**src/rename_arch_pkg.sv**
```systemverilog
// architectural register space seen by the rename core
// every index is renamed, the zero register included
package rename_arch_pkg;

  ////////////////////////////////////////
  // integer register file
  ////////////////////////////////////////

  // registers visible to software
  localparam int ARCH_REG_COUNT = 32;

  // index width, log2 of the count above
  localparam int ARCH_IDX_WIDTH = 5;

  ////////////////////////////////////////
  // reset mapping
  ////////////////////////////////////////

  // after reset arch register i lives in physical tag i,
  // so the first ARCH_REG_COUNT tags start out mapped and
  // the free list holds the tags from ARCH_REG_COUNT upward

endpackage

```
**src/rob_ctrl_pkg.sv**
```systemverilog
// retire controller state codes and default core sizes
// physical count must exceed the arch count by at least the ROB depth
package rob_ctrl_pkg;

  ////////////////////////////////////////
  // retire controller states
  ////////////////////////////////////////

  localparam int STATE_WIDTH = 2;

  // free list being loaded after reset
  localparam logic [STATE_WIDTH-1:0] STATE_FILL = 2'd0;
  // initial ROB credits handed out
  localparam logic [STATE_WIDTH-1:0] STATE_GRANT = 2'd1;
  // in-order retirement
  localparam logic [STATE_WIDTH-1:0] STATE_RUN = 2'd2;

  ////////////////////////////////////////
  // default sizes
  ////////////////////////////////////////

  // 32 arch + 16 spare tags
  localparam int DEFAULT_PHYS_REG_COUNT = 48;
  // power of two
  localparam int DEFAULT_ROB_DEPTH = 8;

endpackage

```
**src/map_table.sv**
```systemverilog
// speculative arch-to-physical map, identity after reset
// no checkpoints; a mapping only changes on dispatch
module map_table #(
  parameter int phys_reg_count = rob_ctrl_pkg::DEFAULT_PHYS_REG_COUNT
) (
  input  logic                                       clock,
  input  logic                                       reset,
  input  logic                                       dispatch_valid,
  input  logic [rename_arch_pkg::ARCH_IDX_WIDTH-1:0] dispatch_arch,
  input  logic [$clog2(phys_reg_count)-1:0]          dispatch_tag,
  output logic [$clog2(phys_reg_count)-1:0]          old_tag
);
  import rename_arch_pkg::*;

  localparam int tag_width = $clog2(phys_reg_count);

  // one physical tag per arch register
  logic [tag_width-1:0] map [ARCH_REG_COUNT];

  ////////////////////////////////////////
  // lookup
  ////////////////////////////////////////

  // current mapping, read in the dispatch cycle
  // this becomes the old tag carried by the ROB entry
  assign old_tag = map[dispatch_arch];

  ////////////////////////////////////////
  // update
  ////////////////////////////////////////

  // reset loads the identity map
  // dispatch repoints the dest to the fresh tag at cycle end
  always_ff @(posedge clock) begin
    if (reset) begin
      for (int i = 0; i < ARCH_REG_COUNT; i++) begin
        map[i] <= tag_width'(i);
      end
    end else if (dispatch_valid) begin
      map[dispatch_arch] <= dispatch_tag;
    end
  end

  // same-register redispatch chains naturally:
  // next lookup returns the tag written here
  // retirement never touches this table

endmodule

```
**src/free_list.sv**
```systemverilog
// circular queue of free physical tags, loaded by a fill sequence after reset
// pop and push may share a cycle; capacity is phys_reg_count - ARCH_REG_COUNT
module free_list #(
  parameter int phys_reg_count = rob_ctrl_pkg::DEFAULT_PHYS_REG_COUNT
) (
  input  logic                              clock,
  input  logic                              reset,
  input  logic                              fill_en,
  input  logic                              pop,
  input  logic                              push,
  input  logic [$clog2(phys_reg_count)-1:0] push_tag,
  output logic [$clog2(phys_reg_count)-1:0] free_tag,
  output logic                              fill_done
);
  import rename_arch_pkg::*;

  localparam int tag_width = $clog2(phys_reg_count);
  localparam int depth = phys_reg_count - ARCH_REG_COUNT;
  localparam int ptr_width = (depth > 1) ? $clog2(depth) : 1;
  localparam int count_width = $clog2(depth + 1);

  // tag storage
  logic [tag_width-1:0] ram [depth];

  logic [ptr_width-1:0]   head;
  logic [ptr_width-1:0]   tail;
  logic [count_width-1:0] count;
  logic [tag_width-1:0]   fill_value;
  logic [tag_width-1:0]   write_value;
  logic                   write;

  // wrap at depth, which need not be a power of two
  function automatic logic [ptr_width-1:0] next_ptr(input logic [ptr_width-1:0] ptr);
    return (ptr == ptr_width'(depth - 1)) ? '0 : ptr + 1'b1;
  endfunction

  ////////////////////////////////////////
  // write side
  ////////////////////////////////////////

  // fill slot k gets tag ARCH_REG_COUNT + k
  assign fill_value = tag_width'(ARCH_REG_COUNT) + tag_width'(tail);
  assign write = fill_en | push;
  assign write_value = fill_en ? fill_value : push_tag;

  // last fill write, queue full after this edge
  assign fill_done = fill_en & (count == count_width'(depth - 1));

  always_ff @(posedge clock) begin
    if (write) begin
      ram[tail] <= write_value;
    end
  end

  ////////////////////////////////////////
  // read side and pointers
  ////////////////////////////////////////

  // oldest free tag, valid whenever count is nonzero
  assign free_tag = ram[head];

  always_ff @(posedge clock) begin
    if (reset) begin
      head  <= '0;
      tail  <= '0;
      count <= '0;
    end else begin
      if (pop) begin
        head <= next_ptr(head);
      end
      if (write) begin
        tail <= next_ptr(tail);
      end
      // simultaneous push and pop leaves count alone
      case ({write, pop})
        2'b10:   count <= count + 1'b1;
        2'b01:   count <= count - 1'b1;
        default: count <= count;
      endcase
    end
  end

  // credits must keep dispatch from draining the list
  a_pop_not_empty: assert property (
    @(posedge clock) disable iff (reset) pop |-> count != '0
  ) else $error("free list popped while empty");

  // retired tags can never exceed the spare count
  a_push_not_full: assert property (
    @(posedge clock) disable iff (reset) write |-> count != count_width'(depth)
  ) else $error("free list written while full");

endmodule

```
**src/rob_storage.sv**
```systemverilog
// reorder buffer entries with a tag CAM for completion
// rob_depth is a power of two, at least 2; tags in flight are unique
module rob_storage #(
  parameter int phys_reg_count = rob_ctrl_pkg::DEFAULT_PHYS_REG_COUNT,
  parameter int rob_depth = rob_ctrl_pkg::DEFAULT_ROB_DEPTH
) (
  input  logic                                       clock,
  input  logic                                       reset,
  input  logic                                       write,
  input  logic [$clog2(rob_depth)-1:0]               tail,
  input  logic [rename_arch_pkg::ARCH_IDX_WIDTH-1:0] write_arch,
  input  logic [$clog2(phys_reg_count)-1:0]          write_tag,
  input  logic [$clog2(phys_reg_count)-1:0]          write_old_tag,
  input  logic                                       complete_valid,
  input  logic [$clog2(phys_reg_count)-1:0]          complete_tag,
  input  logic                                       retire,
  input  logic [$clog2(rob_depth)-1:0]               head,
  output logic                                       head_done,
  output logic [rename_arch_pkg::ARCH_IDX_WIDTH-1:0] head_arch,
  output logic [$clog2(phys_reg_count)-1:0]          head_tag,
  output logic [$clog2(phys_reg_count)-1:0]          head_old_tag
);
  import rename_arch_pkg::*;

  localparam int tag_width = $clog2(phys_reg_count);

  // payload fields
  logic [ARCH_IDX_WIDTH-1:0] entry_arch    [rob_depth];
  logic [tag_width-1:0]      entry_tag     [rob_depth];
  logic [tag_width-1:0]      entry_old_tag [rob_depth];

  // control bits, one per entry
  logic [rob_depth-1:0] entry_valid;
  logic [rob_depth-1:0] entry_done;
  logic [rob_depth-1:0] tag_hit;

  ////////////////////////////////////////
  // completion match
  ////////////////////////////////////////

  // compare against every live entry
  always_comb begin
    for (int i = 0; i < rob_depth; i++) begin
      tag_hit[i] = complete_valid & entry_valid[i] & (entry_tag[i] == complete_tag);
    end
  end

  ////////////////////////////////////////
  // entry state
  ////////////////////////////////////////

  always_ff @(posedge clock) begin
    if (reset) begin
      entry_valid <= '0;
      entry_done  <= '0;
    end else begin
      entry_done <= entry_done | tag_hit;
      if (retire) begin
        entry_valid[head] <= 1'b0;
      end
      // new entry starts not done
      if (write) begin
        entry_valid[tail] <= 1'b1;
        entry_done[tail]  <= 1'b0;
      end
    end
  end

  always_ff @(posedge clock) begin
    if (write) begin
      entry_arch[tail]    <= write_arch;
      entry_tag[tail]     <= write_tag;
      entry_old_tag[tail] <= write_old_tag;
    end
  end

  // head view, done only counts for a live entry
  assign head_done    = entry_valid[head] & entry_done[head];
  assign head_arch    = entry_arch[head];
  assign head_tag     = entry_tag[head];
  assign head_old_tag = entry_old_tag[head];

  // completion names exactly one in-flight entry still pending
  a_complete_one_open: assert property (
    @(posedge clock) disable iff (reset)
      complete_valid |-> $onehot(tag_hit) && ((tag_hit & entry_done) == '0)
  ) else $error("completion tag does not match one pending ROB entry");

endmodule

```
**src/rob_pointers.sv**
```systemverilog
// head, tail and occupancy of the reorder buffer
// rob_depth is a power of two so pointers wrap on overflow
module rob_pointers #(
  parameter int rob_depth = rob_ctrl_pkg::DEFAULT_ROB_DEPTH
) (
  input  logic                         clock,
  input  logic                         reset,
  input  logic                         dispatch_valid,
  input  logic                         retire,
  output logic [$clog2(rob_depth)-1:0] head,
  output logic [$clog2(rob_depth)-1:0] tail,
  output logic                         empty
);

  localparam int count_width = $clog2(rob_depth + 1);

  // entries in flight
  logic [count_width-1:0] count;

  ////////////////////////////////////////
  // pointers
  ////////////////////////////////////////

  // tail moves on dispatch, head on retire
  always_ff @(posedge clock) begin
    if (reset) begin
      head <= '0;
      tail <= '0;
    end else begin
      if (dispatch_valid) begin
        tail <= tail + 1'b1;
      end
      if (retire) begin
        head <= head + 1'b1;
      end
    end
  end

  ////////////////////////////////////////
  // occupancy
  ////////////////////////////////////////

  always_ff @(posedge clock) begin
    if (reset) begin
      count <= '0;
    end else begin
      case ({dispatch_valid, retire})
        2'b10:   count <= count + 1'b1;
        2'b01:   count <= count - 1'b1;
        default: count <= count;
      endcase
    end
  end

  assign empty = (count == '0);

  // credits alone must hold dispatch off a full ROB
  a_no_dispatch_full: assert property (
    @(posedge clock) disable iff (reset)
      dispatch_valid |-> count != count_width'(rob_depth)
  ) else $error("dispatch into a full ROB");

endmodule

```
**src/retire_control.sv**
```systemverilog
// start-up sequencing, initial credits and in-order retirement
// one retirement per cycle at most, each one returns a credit
module retire_control #(
  parameter int rob_depth = rob_ctrl_pkg::DEFAULT_ROB_DEPTH
) (
  input  logic clock,
  input  logic reset,
  input  logic fill_done,
  input  logic empty,
  input  logic head_done,
  output logic fill_en,
  output logic retire,
  output logic credit_return,
  output logic retire_valid
);
  import rob_ctrl_pkg::*;

  localparam int grant_width = $clog2(rob_depth + 1);

  logic [STATE_WIDTH-1:0] state;
  logic [grant_width-1:0] grant_count;
  logic                   grant_last;

  ////////////////////////////////////////
  // outputs
  ////////////////////////////////////////

  // final credit of the grant burst
  assign grant_last = (grant_count == grant_width'(rob_depth - 1));

  // oldest entry leaves as soon as it is done
  assign retire = (state == STATE_RUN) & ~empty & head_done;
  assign retire_valid = retire;

  // one credit per grant cycle, then one per freed slot
  assign credit_return = (state == STATE_GRANT) | retire;

  ////////////////////////////////////////
  // state machine
  ////////////////////////////////////////

  // fill_en is held low for the cycle after reset,
  // then high until the free list reports its last write
  always_ff @(posedge clock) begin
    if (reset) begin
      state       <= STATE_FILL;
      fill_en     <= 1'b0;
      grant_count <= '0;
    end else begin
      case (state)
        STATE_FILL: begin
          if (fill_done) begin
            fill_en <= 1'b0;
            state   <= STATE_GRANT;
          end else begin
            fill_en <= 1'b1;
          end
        end
        STATE_GRANT: begin
          // rob_depth consecutive credit cycles
          if (grant_last) begin
            state <= STATE_RUN;
          end else begin
            grant_count <= grant_count + 1'b1;
          end
        end
        STATE_RUN: begin
          // stays here until the next reset
          state <= STATE_RUN;
        end
        default: begin
          // unused code, restart the sequence
          state <= STATE_FILL;
        end
      endcase
    end
  end

endmodule

```
**src/rename_core.sv**
```systemverilog
// register-rename back end: map table, free list, ROB and retire control
// phys_reg_count >= 32 + rob_depth; dispatch is credit limited, no flush
module rename_core #(
  parameter int phys_reg_count = rob_ctrl_pkg::DEFAULT_PHYS_REG_COUNT,
  parameter int rob_depth = rob_ctrl_pkg::DEFAULT_ROB_DEPTH
) (
  input  logic                                       clock,
  input  logic                                       reset,
  input  logic                                       dispatch_valid,
  input  logic [rename_arch_pkg::ARCH_IDX_WIDTH-1:0] dispatch_arch,
  input  logic                                       complete_valid,
  input  logic [$clog2(phys_reg_count)-1:0]          complete_tag,
  output logic [$clog2(phys_reg_count)-1:0]          dispatch_tag,
  output logic [$clog2(phys_reg_count)-1:0]          dispatch_old_tag,
  output logic                                       credit_return,
  output logic                                       retire_valid,
  output logic [rename_arch_pkg::ARCH_IDX_WIDTH-1:0] retire_arch,
  output logic [$clog2(phys_reg_count)-1:0]          retire_tag,
  output logic [$clog2(phys_reg_count)-1:0]          retire_old_tag
);

  localparam int ptr_width = $clog2(rob_depth);

  // start-up handshake
  logic fill_en;
  logic fill_done;

  // ROB control
  logic                 retire;
  logic                 empty;
  logic                 head_done;
  logic [ptr_width-1:0] head;
  logic [ptr_width-1:0] tail;

  ////////////////////////////////////////
  // dispatch side
  ////////////////////////////////////////

  // old tag of the dest, read in the dispatch cycle
  map_table #(
    .phys_reg_count(phys_reg_count)
  ) map_table_i (
    .clock(clock),
    .reset(reset),
    .dispatch_valid(dispatch_valid),
    .dispatch_arch(dispatch_arch),
    .dispatch_tag(dispatch_tag),
    .old_tag(dispatch_old_tag)
  );

  // pops the new tag on dispatch, takes back the old tag on retire
  free_list #(
    .phys_reg_count(phys_reg_count)
  ) free_list_i (
    .clock(clock),
    .reset(reset),
    .fill_en(fill_en),
    .pop(dispatch_valid),
    .push(retire),
    .push_tag(retire_old_tag),
    .free_tag(dispatch_tag),
    .fill_done(fill_done)
  );

  ////////////////////////////////////////
  // reorder buffer
  ////////////////////////////////////////

  rob_storage #(
    .phys_reg_count(phys_reg_count),
    .rob_depth(rob_depth)
  ) rob_storage_i (
    .clock(clock),
    .reset(reset),
    .write(dispatch_valid),
    .tail(tail),
    .write_arch(dispatch_arch),
    .write_tag(dispatch_tag),
    .write_old_tag(dispatch_old_tag),
    .complete_valid(complete_valid),
    .complete_tag(complete_tag),
    .retire(retire),
    .head(head),
    .head_done(head_done),
    .head_arch(retire_arch),
    .head_tag(retire_tag),
    .head_old_tag(retire_old_tag)
  );

  rob_pointers #(
    .rob_depth(rob_depth)
  ) rob_pointers_i (
    .clock(clock),
    .reset(reset),
    .dispatch_valid(dispatch_valid),
    .retire(retire),
    .head(head),
    .tail(tail),
    .empty(empty)
  );

  // fill, grant, then retire in order
  retire_control #(
    .rob_depth(rob_depth)
  ) retire_control_i (
    .clock(clock),
    .reset(reset),
    .fill_done(fill_done),
    .empty(empty),
    .head_done(head_done),
    .fill_en(fill_en),
    .retire(retire),
    .credit_return(credit_return),
    .retire_valid(retire_valid)
  );

endmodule

```
**config.mk**
```make
export PLATFORM = sky130hd
export DESIGN_NAME = rename_core
export DESIGN_NICKNAME = d
export VERILOG_FILES = /design/src/rename_arch_pkg.sv /design/src/rob_ctrl_pkg.sv /design/src/map_table.sv /design/src/free_list.sv /design/src/rob_storage.sv /design/src/rob_pointers.sv /design/src/retire_control.sv /design/src/rename_core.sv
export SDC_FILE = /design/constraint.sdc
export NUM_CORES = 1
export LEC_CHECK = 0
export ABC_AREA = 0
export BUFFER_PORTS_ARGS = -buffer_cell sky130_fd_sc_hd__buf_4
export CORE_ASPECT_RATIO = 0.5
export CORE_UTILIZATION = 45
export DETAILED_ROUTE_END_ITERATION = 12
export PLACE_DENSITY = 0.66
export SLEW_MARGIN = 40
export SYNTH_ARGS = -nofsm -noshare
export SYNTH_HDL_FRONTEND = slang
export SYNTH_SLANG_ARGS = --single-unit
```
**constraint.sdc**
```tcl
create_clock -name clock -period 5.1 [get_ports clock]
set_input_delay 0.255 -clock clock [delete_from_list [all_inputs] [get_ports clock]]
set_output_delay 0.255 -clock clock [all_outputs]
set_load 0.01 [all_outputs]
```
Word level (Yosys, flattened, before mapping)
Memories as Yosys holds them, arrays and structs flattened. A register that Yosys moved wholly into a read port is not among the register bits.
Cells that the tools add are included.
{"block": "word_totals", "reg_bits": 46, "latch_bits": 0, "ram_bits": 424, "romBits": 0, "input_bits": 15, "word_cells": 129, "mem_count": 5}
{"block": "op_classes", "addsub": 10, "mul": 0, "div_mod_pow": 0, "n_lt_le_gt_ge": 4, "n_eq_ne": 20, "shift": 0, "muxes": 40, "bitwise": 30, "n_reduce_logical": 9}
{"name": "map_table_i.map", "words": 32, "word_bits": 6, "rd": 1, "rd_clocked_by_memory_dff": 0, "write_ports": 32, "line_no": "map_table.sv:18", "text": "logic [tag_width-1:0] map [ARCH_REG_COUNT];"}
{"name": "free_list_i.ram", "words": 16, "word_bits": 6, "rd": 1, "rd_clocked_by_memory_dff": 1, "write_ports": 1, "line_no": "free_list.sv:23", "text": "logic [tag_width-1:0] ram [depth];"}
{"name": "rob_storage_i.entry_old_tag", "words": 8, "word_bits": 6, "rd": 1, "rd_clocked_by_memory_dff": 1, "write_ports": 1, "line_no": "rob_storage.sv:30", "text": "logic [tag_width-1:0] entry_old_tag [rob_depth];"}
{"name": "rob_storage_i.entry_tag", "words": 8, "word_bits": 6, "rd": 9, "rd_clocked_by_memory_dff": 1, "write_ports": 1, "line_no": "rob_storage.sv:29", "text": "logic [tag_width-1:0] entry_tag [rob_depth];"}
{"name": "rob_storage_i.entry_arch", "words": 8, "word_bits": 5, "rd": 1, "rd_clocked_by_memory_dff": 1, "write_ports": 1, "line_no": "rob_storage.sv:28", "text": "logic [ARCH_IDX_WIDTH-1:0] entry_arch [rob_depth];"}
{"cell": "== test 6 bit", "n": 8}
{"cell": "two-way mux 8 bit", "n": 4}
{"cell": "AND 1 bit", "n": 20}
{"cell": "two-way mux 3 bit", "n": 6}
{"cell": "adder 4 x 1 -> 4 bit, second input constant", "n": 4}
{"cell": "AND 8 bit", "n": 2}
{"cell": "two-way mux 4 bit", "n": 4}
{"cell": "inverter 8 bit", "n": 2}
{"cell": "OR 8 bit", "n": 2}
{"cell": "two-way mux 1 bit", "n": 14}
{"cell": "two-way mux 6 bit", "n": 2}
{"cell": "case mux 5 bit (2 select lines)", "n": 1}
{"cell": "== test 4 bit, second input constant", "n": 2}
{"cell": "less-than comparator 3 x 4 -> 1 bit, second input constant", "n": 2}
{"cell": "case mux 4 bit (2 select lines)", "n": 1}
{"cell": "adder 3 x 1 -> 3 bit, second input constant", "n": 2}
{"cell": "adder 6 x 4 -> 6 bit, first input constant", "n": 1}
{"cell": "binary-select mux 1 bit (select 3 bit)", "n": 2}
{"cell": "demux 1 bit (select 3 bit)", "n": 2}
{"cell": "== test 2 x 1 -> 1 bit, second input constant", "n": 3}
{"cell": "== test 2 bit, second input constant", "n": 3}
{"cell": ">= comparator 3 x 1 -> 1 bit, second input constant", "n": 2}
{"cell": "case mux 2 bit (3 select lines)", "n": 1}
{"cell": "OR reduction 6 bit", "n": 1}
{"cell": "other kinds (16)", "n": 22}

Longest topological paths before layout
{"block": "logic_depth", "depth_word": 10, "mapped_depth": 16, "mapped_depth_nobuf": 14}

By module
Synthesis repeated with hierarchy kept, for this count alone.
{"block": "hier_totals", "hier_cells": 1431, "area_unflattened_um2": 21214.1}
{"module": "map_table", "n_inst": 1, "cells_each": 702, "area_per_inst_um2": 9193.8}
{"module": "rob_storage", "n_inst": 1, "cells_each": 356, "area_per_inst_um2": 6437.4}
{"module": "free_list", "n_inst": 1, "cells_each": 277, "area_per_inst_um2": 4684.5}
{"module": "rob_pointers", "n_inst": 1, "cells_each": 52, "area_per_inst_um2": 494.2}
{"module": "retire_control", "n_inst": 1, "cells_each": 44, "area_per_inst_um2": 404.1}

Worst setup path before layout
No wires, ideal clock.
{"block": "synth_path", "path_kind": "flip-flop to flip-flop", "startpoint": "register rob_pointers_i.head[1]", "endpoint": "register free_list_i.count[4]", "setup_time_ns": 0.128, "t_arrival_ns": 3.203, "required_time_ns": 4.972, "slack_ns": 1.769, "path_stages_with_launch": 16, "path_cell_list": "dfxtp_1 -> mux4_2 -> mux2i_1 -> a211o_2 -> inv_4 -> buf_6 -> nor2_1 -> ha_1 -> clkbuf_1 -> xor2_1 -> ha_1 -> or3b_2 -> a21oi_1 -> o21ai_0 -> xor2_1 -> nor2_1"}
{"block": "synth_via", "elab_chain_cells": 7, "word_cells_on_any_way": 11, "cone_classes": "2 x eq/ne; 5 x mux; 3 x bitwise; 1 x reduce/logical"}
{"element": "start, declared", "line_no": "rob_pointers.sv:10", "text": "output logic [$clog2(rob_depth)-1:0] head,"}
{"element": "start signal, assigned", "line_no": "rob_pointers.sv:34", "text": "head <= head + 1'b1;"}
{"element": "binary-select mux 1 bit (select 3 bit)", "line_no": "rob_storage.sv:78", "text": "assign head_done = entry_valid[head] & entry_done[head];"}
{"element": "two-way mux 1 bit (not written as such)", "line_no": "rob_storage.sv:78"}
{"element": "AND 1 bit (*)", "line_no": "rob_storage.sv:78"}
{"element": "AND 1 bit (*)", "line_no": "retire_control.sv:32", "text": "assign retire = (state == STATE_RUN) & ~empty & head_done;"}
{"element": "via retire_valid", "line_no": "rename_core.sv:16", "text": "output logic retire_valid,"}
{"element": "OR 1 bit (*)", "line_no": "free_list.sv:43", "text": "assign write = fill_en | push;"}
{"element": "== test 2 x 1 -> 1 bit or == test 2 bit (tied branches)", "line_no": "free_list.sv:75", "text": "case ({write, pop})"}
{"element": "case mux 5 bit (2 select lines) or nonzero test 2 bit (tied branches)"}
{"element": "end signal, assigned", "line_no": "free_list.sv:76", "text": "2'b10: count <= count + 1'b1;"}
{"element": "end signal, assigned", "line_no": "free_list.sv:77", "text": "2'b01: count <= count - 1'b1;"}
{"element": "end signal, assigned", "line_no": "free_list.sv:78", "text": "default: count <= count;"}
{"element": "end, declared", "line_no": "free_list.sv:27", "text": "logic [count_width-1:0] count;"}
Mark *: on every way through the listed nets, which the timed path passes. The rest lies on a longest branch. The select of a mux whose other input is x is not followed.
A chain may end at the register's enable or synchronous reset.

Worst setup path after layout
{"block": "layout_path", "startpoint": "register rob_pointers_i.head[1]", "endpoint": "register free_list_i.count[4]"}
{"block": "layout_via", "elab_chain_cells": 7, "word_cells_on_any_way": 11, "cone_classes": "2 x eq/ne; 5 x mux; 3 x bitwise; 1 x reduce/logical"}
{"element": "binary-select mux 1 bit (select 3 bit)", "line_no": "rob_storage.sv:78"}
{"element": "two-way mux 1 bit (not written as such)", "line_no": "rob_storage.sv:78"}
{"element": "AND 1 bit (*)", "line_no": "rob_storage.sv:78"}
{"element": "AND 1 bit (*)", "line_no": "retire_control.sv:32"}
{"element": "OR 1 bit (*)", "line_no": "free_list.sv:43"}
{"element": "== test 2 x 1 -> 1 bit or == test 2 bit (tied branches)", "line_no": "free_list.sv:75"}
{"element": "case mux 5 bit (2 select lines) or nonzero test 2 bit (tied branches)"}
Every way passes the cells marked *; elsewhere a longest branch is shown, timed or not. The select of a mux whose other input is x is not followed.

==> summary.txt <==
outcome = finished, final reports clean
core box area = 45350 µm²
Area Overhead vs Synth = 11.14%
RSZ-0062 raised after global routing = false
number of diodes = 0
critical path type = reg2reg
# port buffers = 45
GP Congestion = 0.8597
cts hold-fix bufs = 0
Period Utilization, post-route = 72.68%
FMAX = 0.2698 GHz
setup violators final = 0
Max Slew Vio Count = 0
Worst setup EP type = register
DP Wirelength = 30900 µm
routed len/inst = 22.96 µm
clk slew on worst S/H paths = 0.07 ns
CP Launch Type = register
worst path setup slack after routing = 1.393 ns
layout cells sized above 1 = 21.83%
Rel. slew slack = 44.55%
initial drt markers = 1049
CTS buffer count = 43
fin crit period = 3.707 ns
Pleak = 7.311 nW
Worst-Margin Slew = 0.8272 ns
CP Cell Sequence = mux4_2 -> mux2i_1 -> a211o_2 -> inv_4 -> nor2_1 -> ha_1 -> xor2_1 -> ha_1 -> or3b_2 -> a21oi_1 -> o21ai_0 -> xor2_1 -> nor2_1
initial core utilization = 45.76%
Max Cap Violations = 0
antenna violations before repair = 0
Cell Rows = 55
count of final hold-check violations = 0
FF-to-FF setup slack = 1.39 ns
htree depth = 2
DP Worst Slack = 1.420 ns
Die Wd = 305.7 µm
Residual DRC = 0
CP Buf/Inv Count = 1
Sink Count = 477
Non-Filler Instances = 2027
crit-path leading delay family = multiplexers
Cells after DPL = 1951
#FFs+latches synth = 477
Global Route Usage Sum = 19.89%
final wirelength = 46550 µm
Initial DRT Pass Iterations = 5
via count = 11750
sequential area share after synthesis = 66.47%
CTS tree = done
EDFF count, synth = 424
WP data required = 5.52 ns
total setup buffers inserted after CTS = 0
largest net degree at the start of global routing = 65
Avg Cell Area, Syn = 15.19 µm²
io pins = 46
distinct cell type count after synthesis = 58
Post-Syn Area = 20750 µm²
CP max stage cell = mux4_2
Syn Inst Count = 1366
nets@finish = 1431
crit-path max FO = 23
antenna viol nets, final = 0
Worst Clk Skew = 0.01621 ns
first-pass GRT wire length = 71390 µm
Top FF cell, synth = edfxtp_1
setup_tns = 0 ns
Worst-Skew Late Latency = 0.55 ns
vias in the first global route = 12030
CP arrival = 4.12 ns
Power Density = 360.9 nW/µm²
Die Height = 153.8 µm
Worst Hold Class = in2reg
clock buffer depth = 3
CTS resizes = 0
root buf cell = clkbuf_16
Async S/R FF share, synth = 0%
routed vias/inst = 5.798
YS warnings = 0
Net Count, Synth = 1399
maximum vdd drop = 0.2103 mV
GR Overflow Total = 0
slowest stage delay, CP = 0.56 ns
die area = 47030 µm²
## worst paths after layout
kind	depth (start not counted)	from	end
worst max-delay path	13	rob_pointers_i.head[1]	free_list_i.count[4]
worst min-delay path	1	dispatch_arch[2]	rob_storage_i.entry_arch[2][2]
worst max register to register	13	rob_pointers_i.head[1]	free_list_i.count[4]
worst min register to register	2	retire_control_i.grant_count[1]	retire_control_i.grant_count[1]
## report_power, final
part           total [mW]  switching [mW]  internal (mW)
sequential           4.44          0.0590           4.39
clock                3.16            1.42           1.74
combinational       0.722           0.462          0.260
## layer usage
layer  GRT usage (%)  wire length, µm  vias up
li1                -                -     5222
met1           26.39            19330     6051
met2           34.36            23590      409
met3           2.963             2596       70
met4           5.408             1023        0
met5               0                0        -
## flip-flops by register name, indices dropped and copies added, names as in the netlist, 2 cells and up, named ones only
register	cells
free_list_i.tail	4
rob_storage_i.entry_tag	48
rob_storage_i.entry_done	8
map_table_i.map	192
free_list_i.head	4
free_list_i.count	5
rob_pointers_i.tail	3
rob_storage_i.entry_old_tag	48
free_list_i.ram	96
rob_storage_i.entry_valid	8
rob_storage_i.entry_arch	40
rob_pointers_i.count	4
retire_control_i.grant_count	4
rob_pointers_i.head	3
retire_control_i.state	2
## final cells by class
cell class | instances | area, µm²
Fill cell | 3641 | 22290
Inverter | 19 | 73.82
Multi-Input combinational cell | 782 | 6462
Tap cell | 598 | 748.2
Sequential cell | 477 | 13800
Clock buffer | 50 | 1122
Timing Repair Buffer | 75 | 634.4
Clock inverter | 26 | 224.0
## Yosys cell counts, drive strengths merged, types with 4 or more instances
cell type | n | share of area [%]
xor2 | 26 | 1.1
a22oi | 24 | 0.87
mux2i | 16 | 0.77
ha | 17 | 1.0
dfxtp | 53 | 5.1
nand2 | 149 | 2.7
and2 | 4 | 0.12
edfxtp | 424 | 61
mux4 | 108 | 12
or2 | 4 | 0.12
nor2 | 194 | 3.5
o21ai | 22 | 0.93
nand2b | 9 | 0.27
or3 | 5 | 0.15
nand3 | 32 | 0.77
clkbuf | 35 | 0.63
inv | 18 | 0.34
buf | 53 | 1.7
a21oi | 21 | 0.51
mux2 | 26 | 1.4
a311oi | 8 | 0.34
nand4 | 8 | 0.24
xnor2 | 36 | 1.5
nand3b | 4 | 0.14
nor3 | 25 | 0.70
nor3b | 4 | 0.14
a41oi | 8 | 0.34
## cells by family after synthesis
| group | Yosys count | share of synthesized area, % |
|---|---|---|
| DFF | 477 | 66.47 |
| adders and majority gates | 18 | 1.122 |
| muxes | 150 | 14.01 |
| xor gates and xnor gates | 62 | 2.617 |
| AOI/OAI and AO/OA | 102 | 3.745 |
| buffers and inverters | 107 | 2.707 |
| and+or+nand+nor | 450 | 9.322 |
## per-stage QoR
stage	instance area (µm²)	power (mW)	hold WS (ns)	utilization (%)
global placement	21550	5.183	0.4645	47.51
detailed placement	21700	5.245	0.5102	47.85
CTS	23050	8.359	0.07877	50.82
finish	23060	8.323	0.08817	50.85
floorplan	20750	4.972	0.3539	-
global route	23060	8.563	0.07854	50.85
## cell usage in the layout (no fill, tap or decap), types with 9 or more instances in the layout
cell type / count
mux2i_1: 16
clkbuf_16: 43
nand2_1: 149
a21oi_1: 19
mux4_2: 102
nor3_1: 18
o21ai_0: 11
buf_4: 64
nand2b_1: 9
xnor2_1: 36
mux2_2: 26
xor2_1: 26
dfxtp_1: 50
nand3_1: 32
edfxtp_1: 424
ha_1: 17
nor2_1: 185
a22oi_1: 24
clkinv_2: 10
inv_1: 16
(Power assumes the default switching activity.)
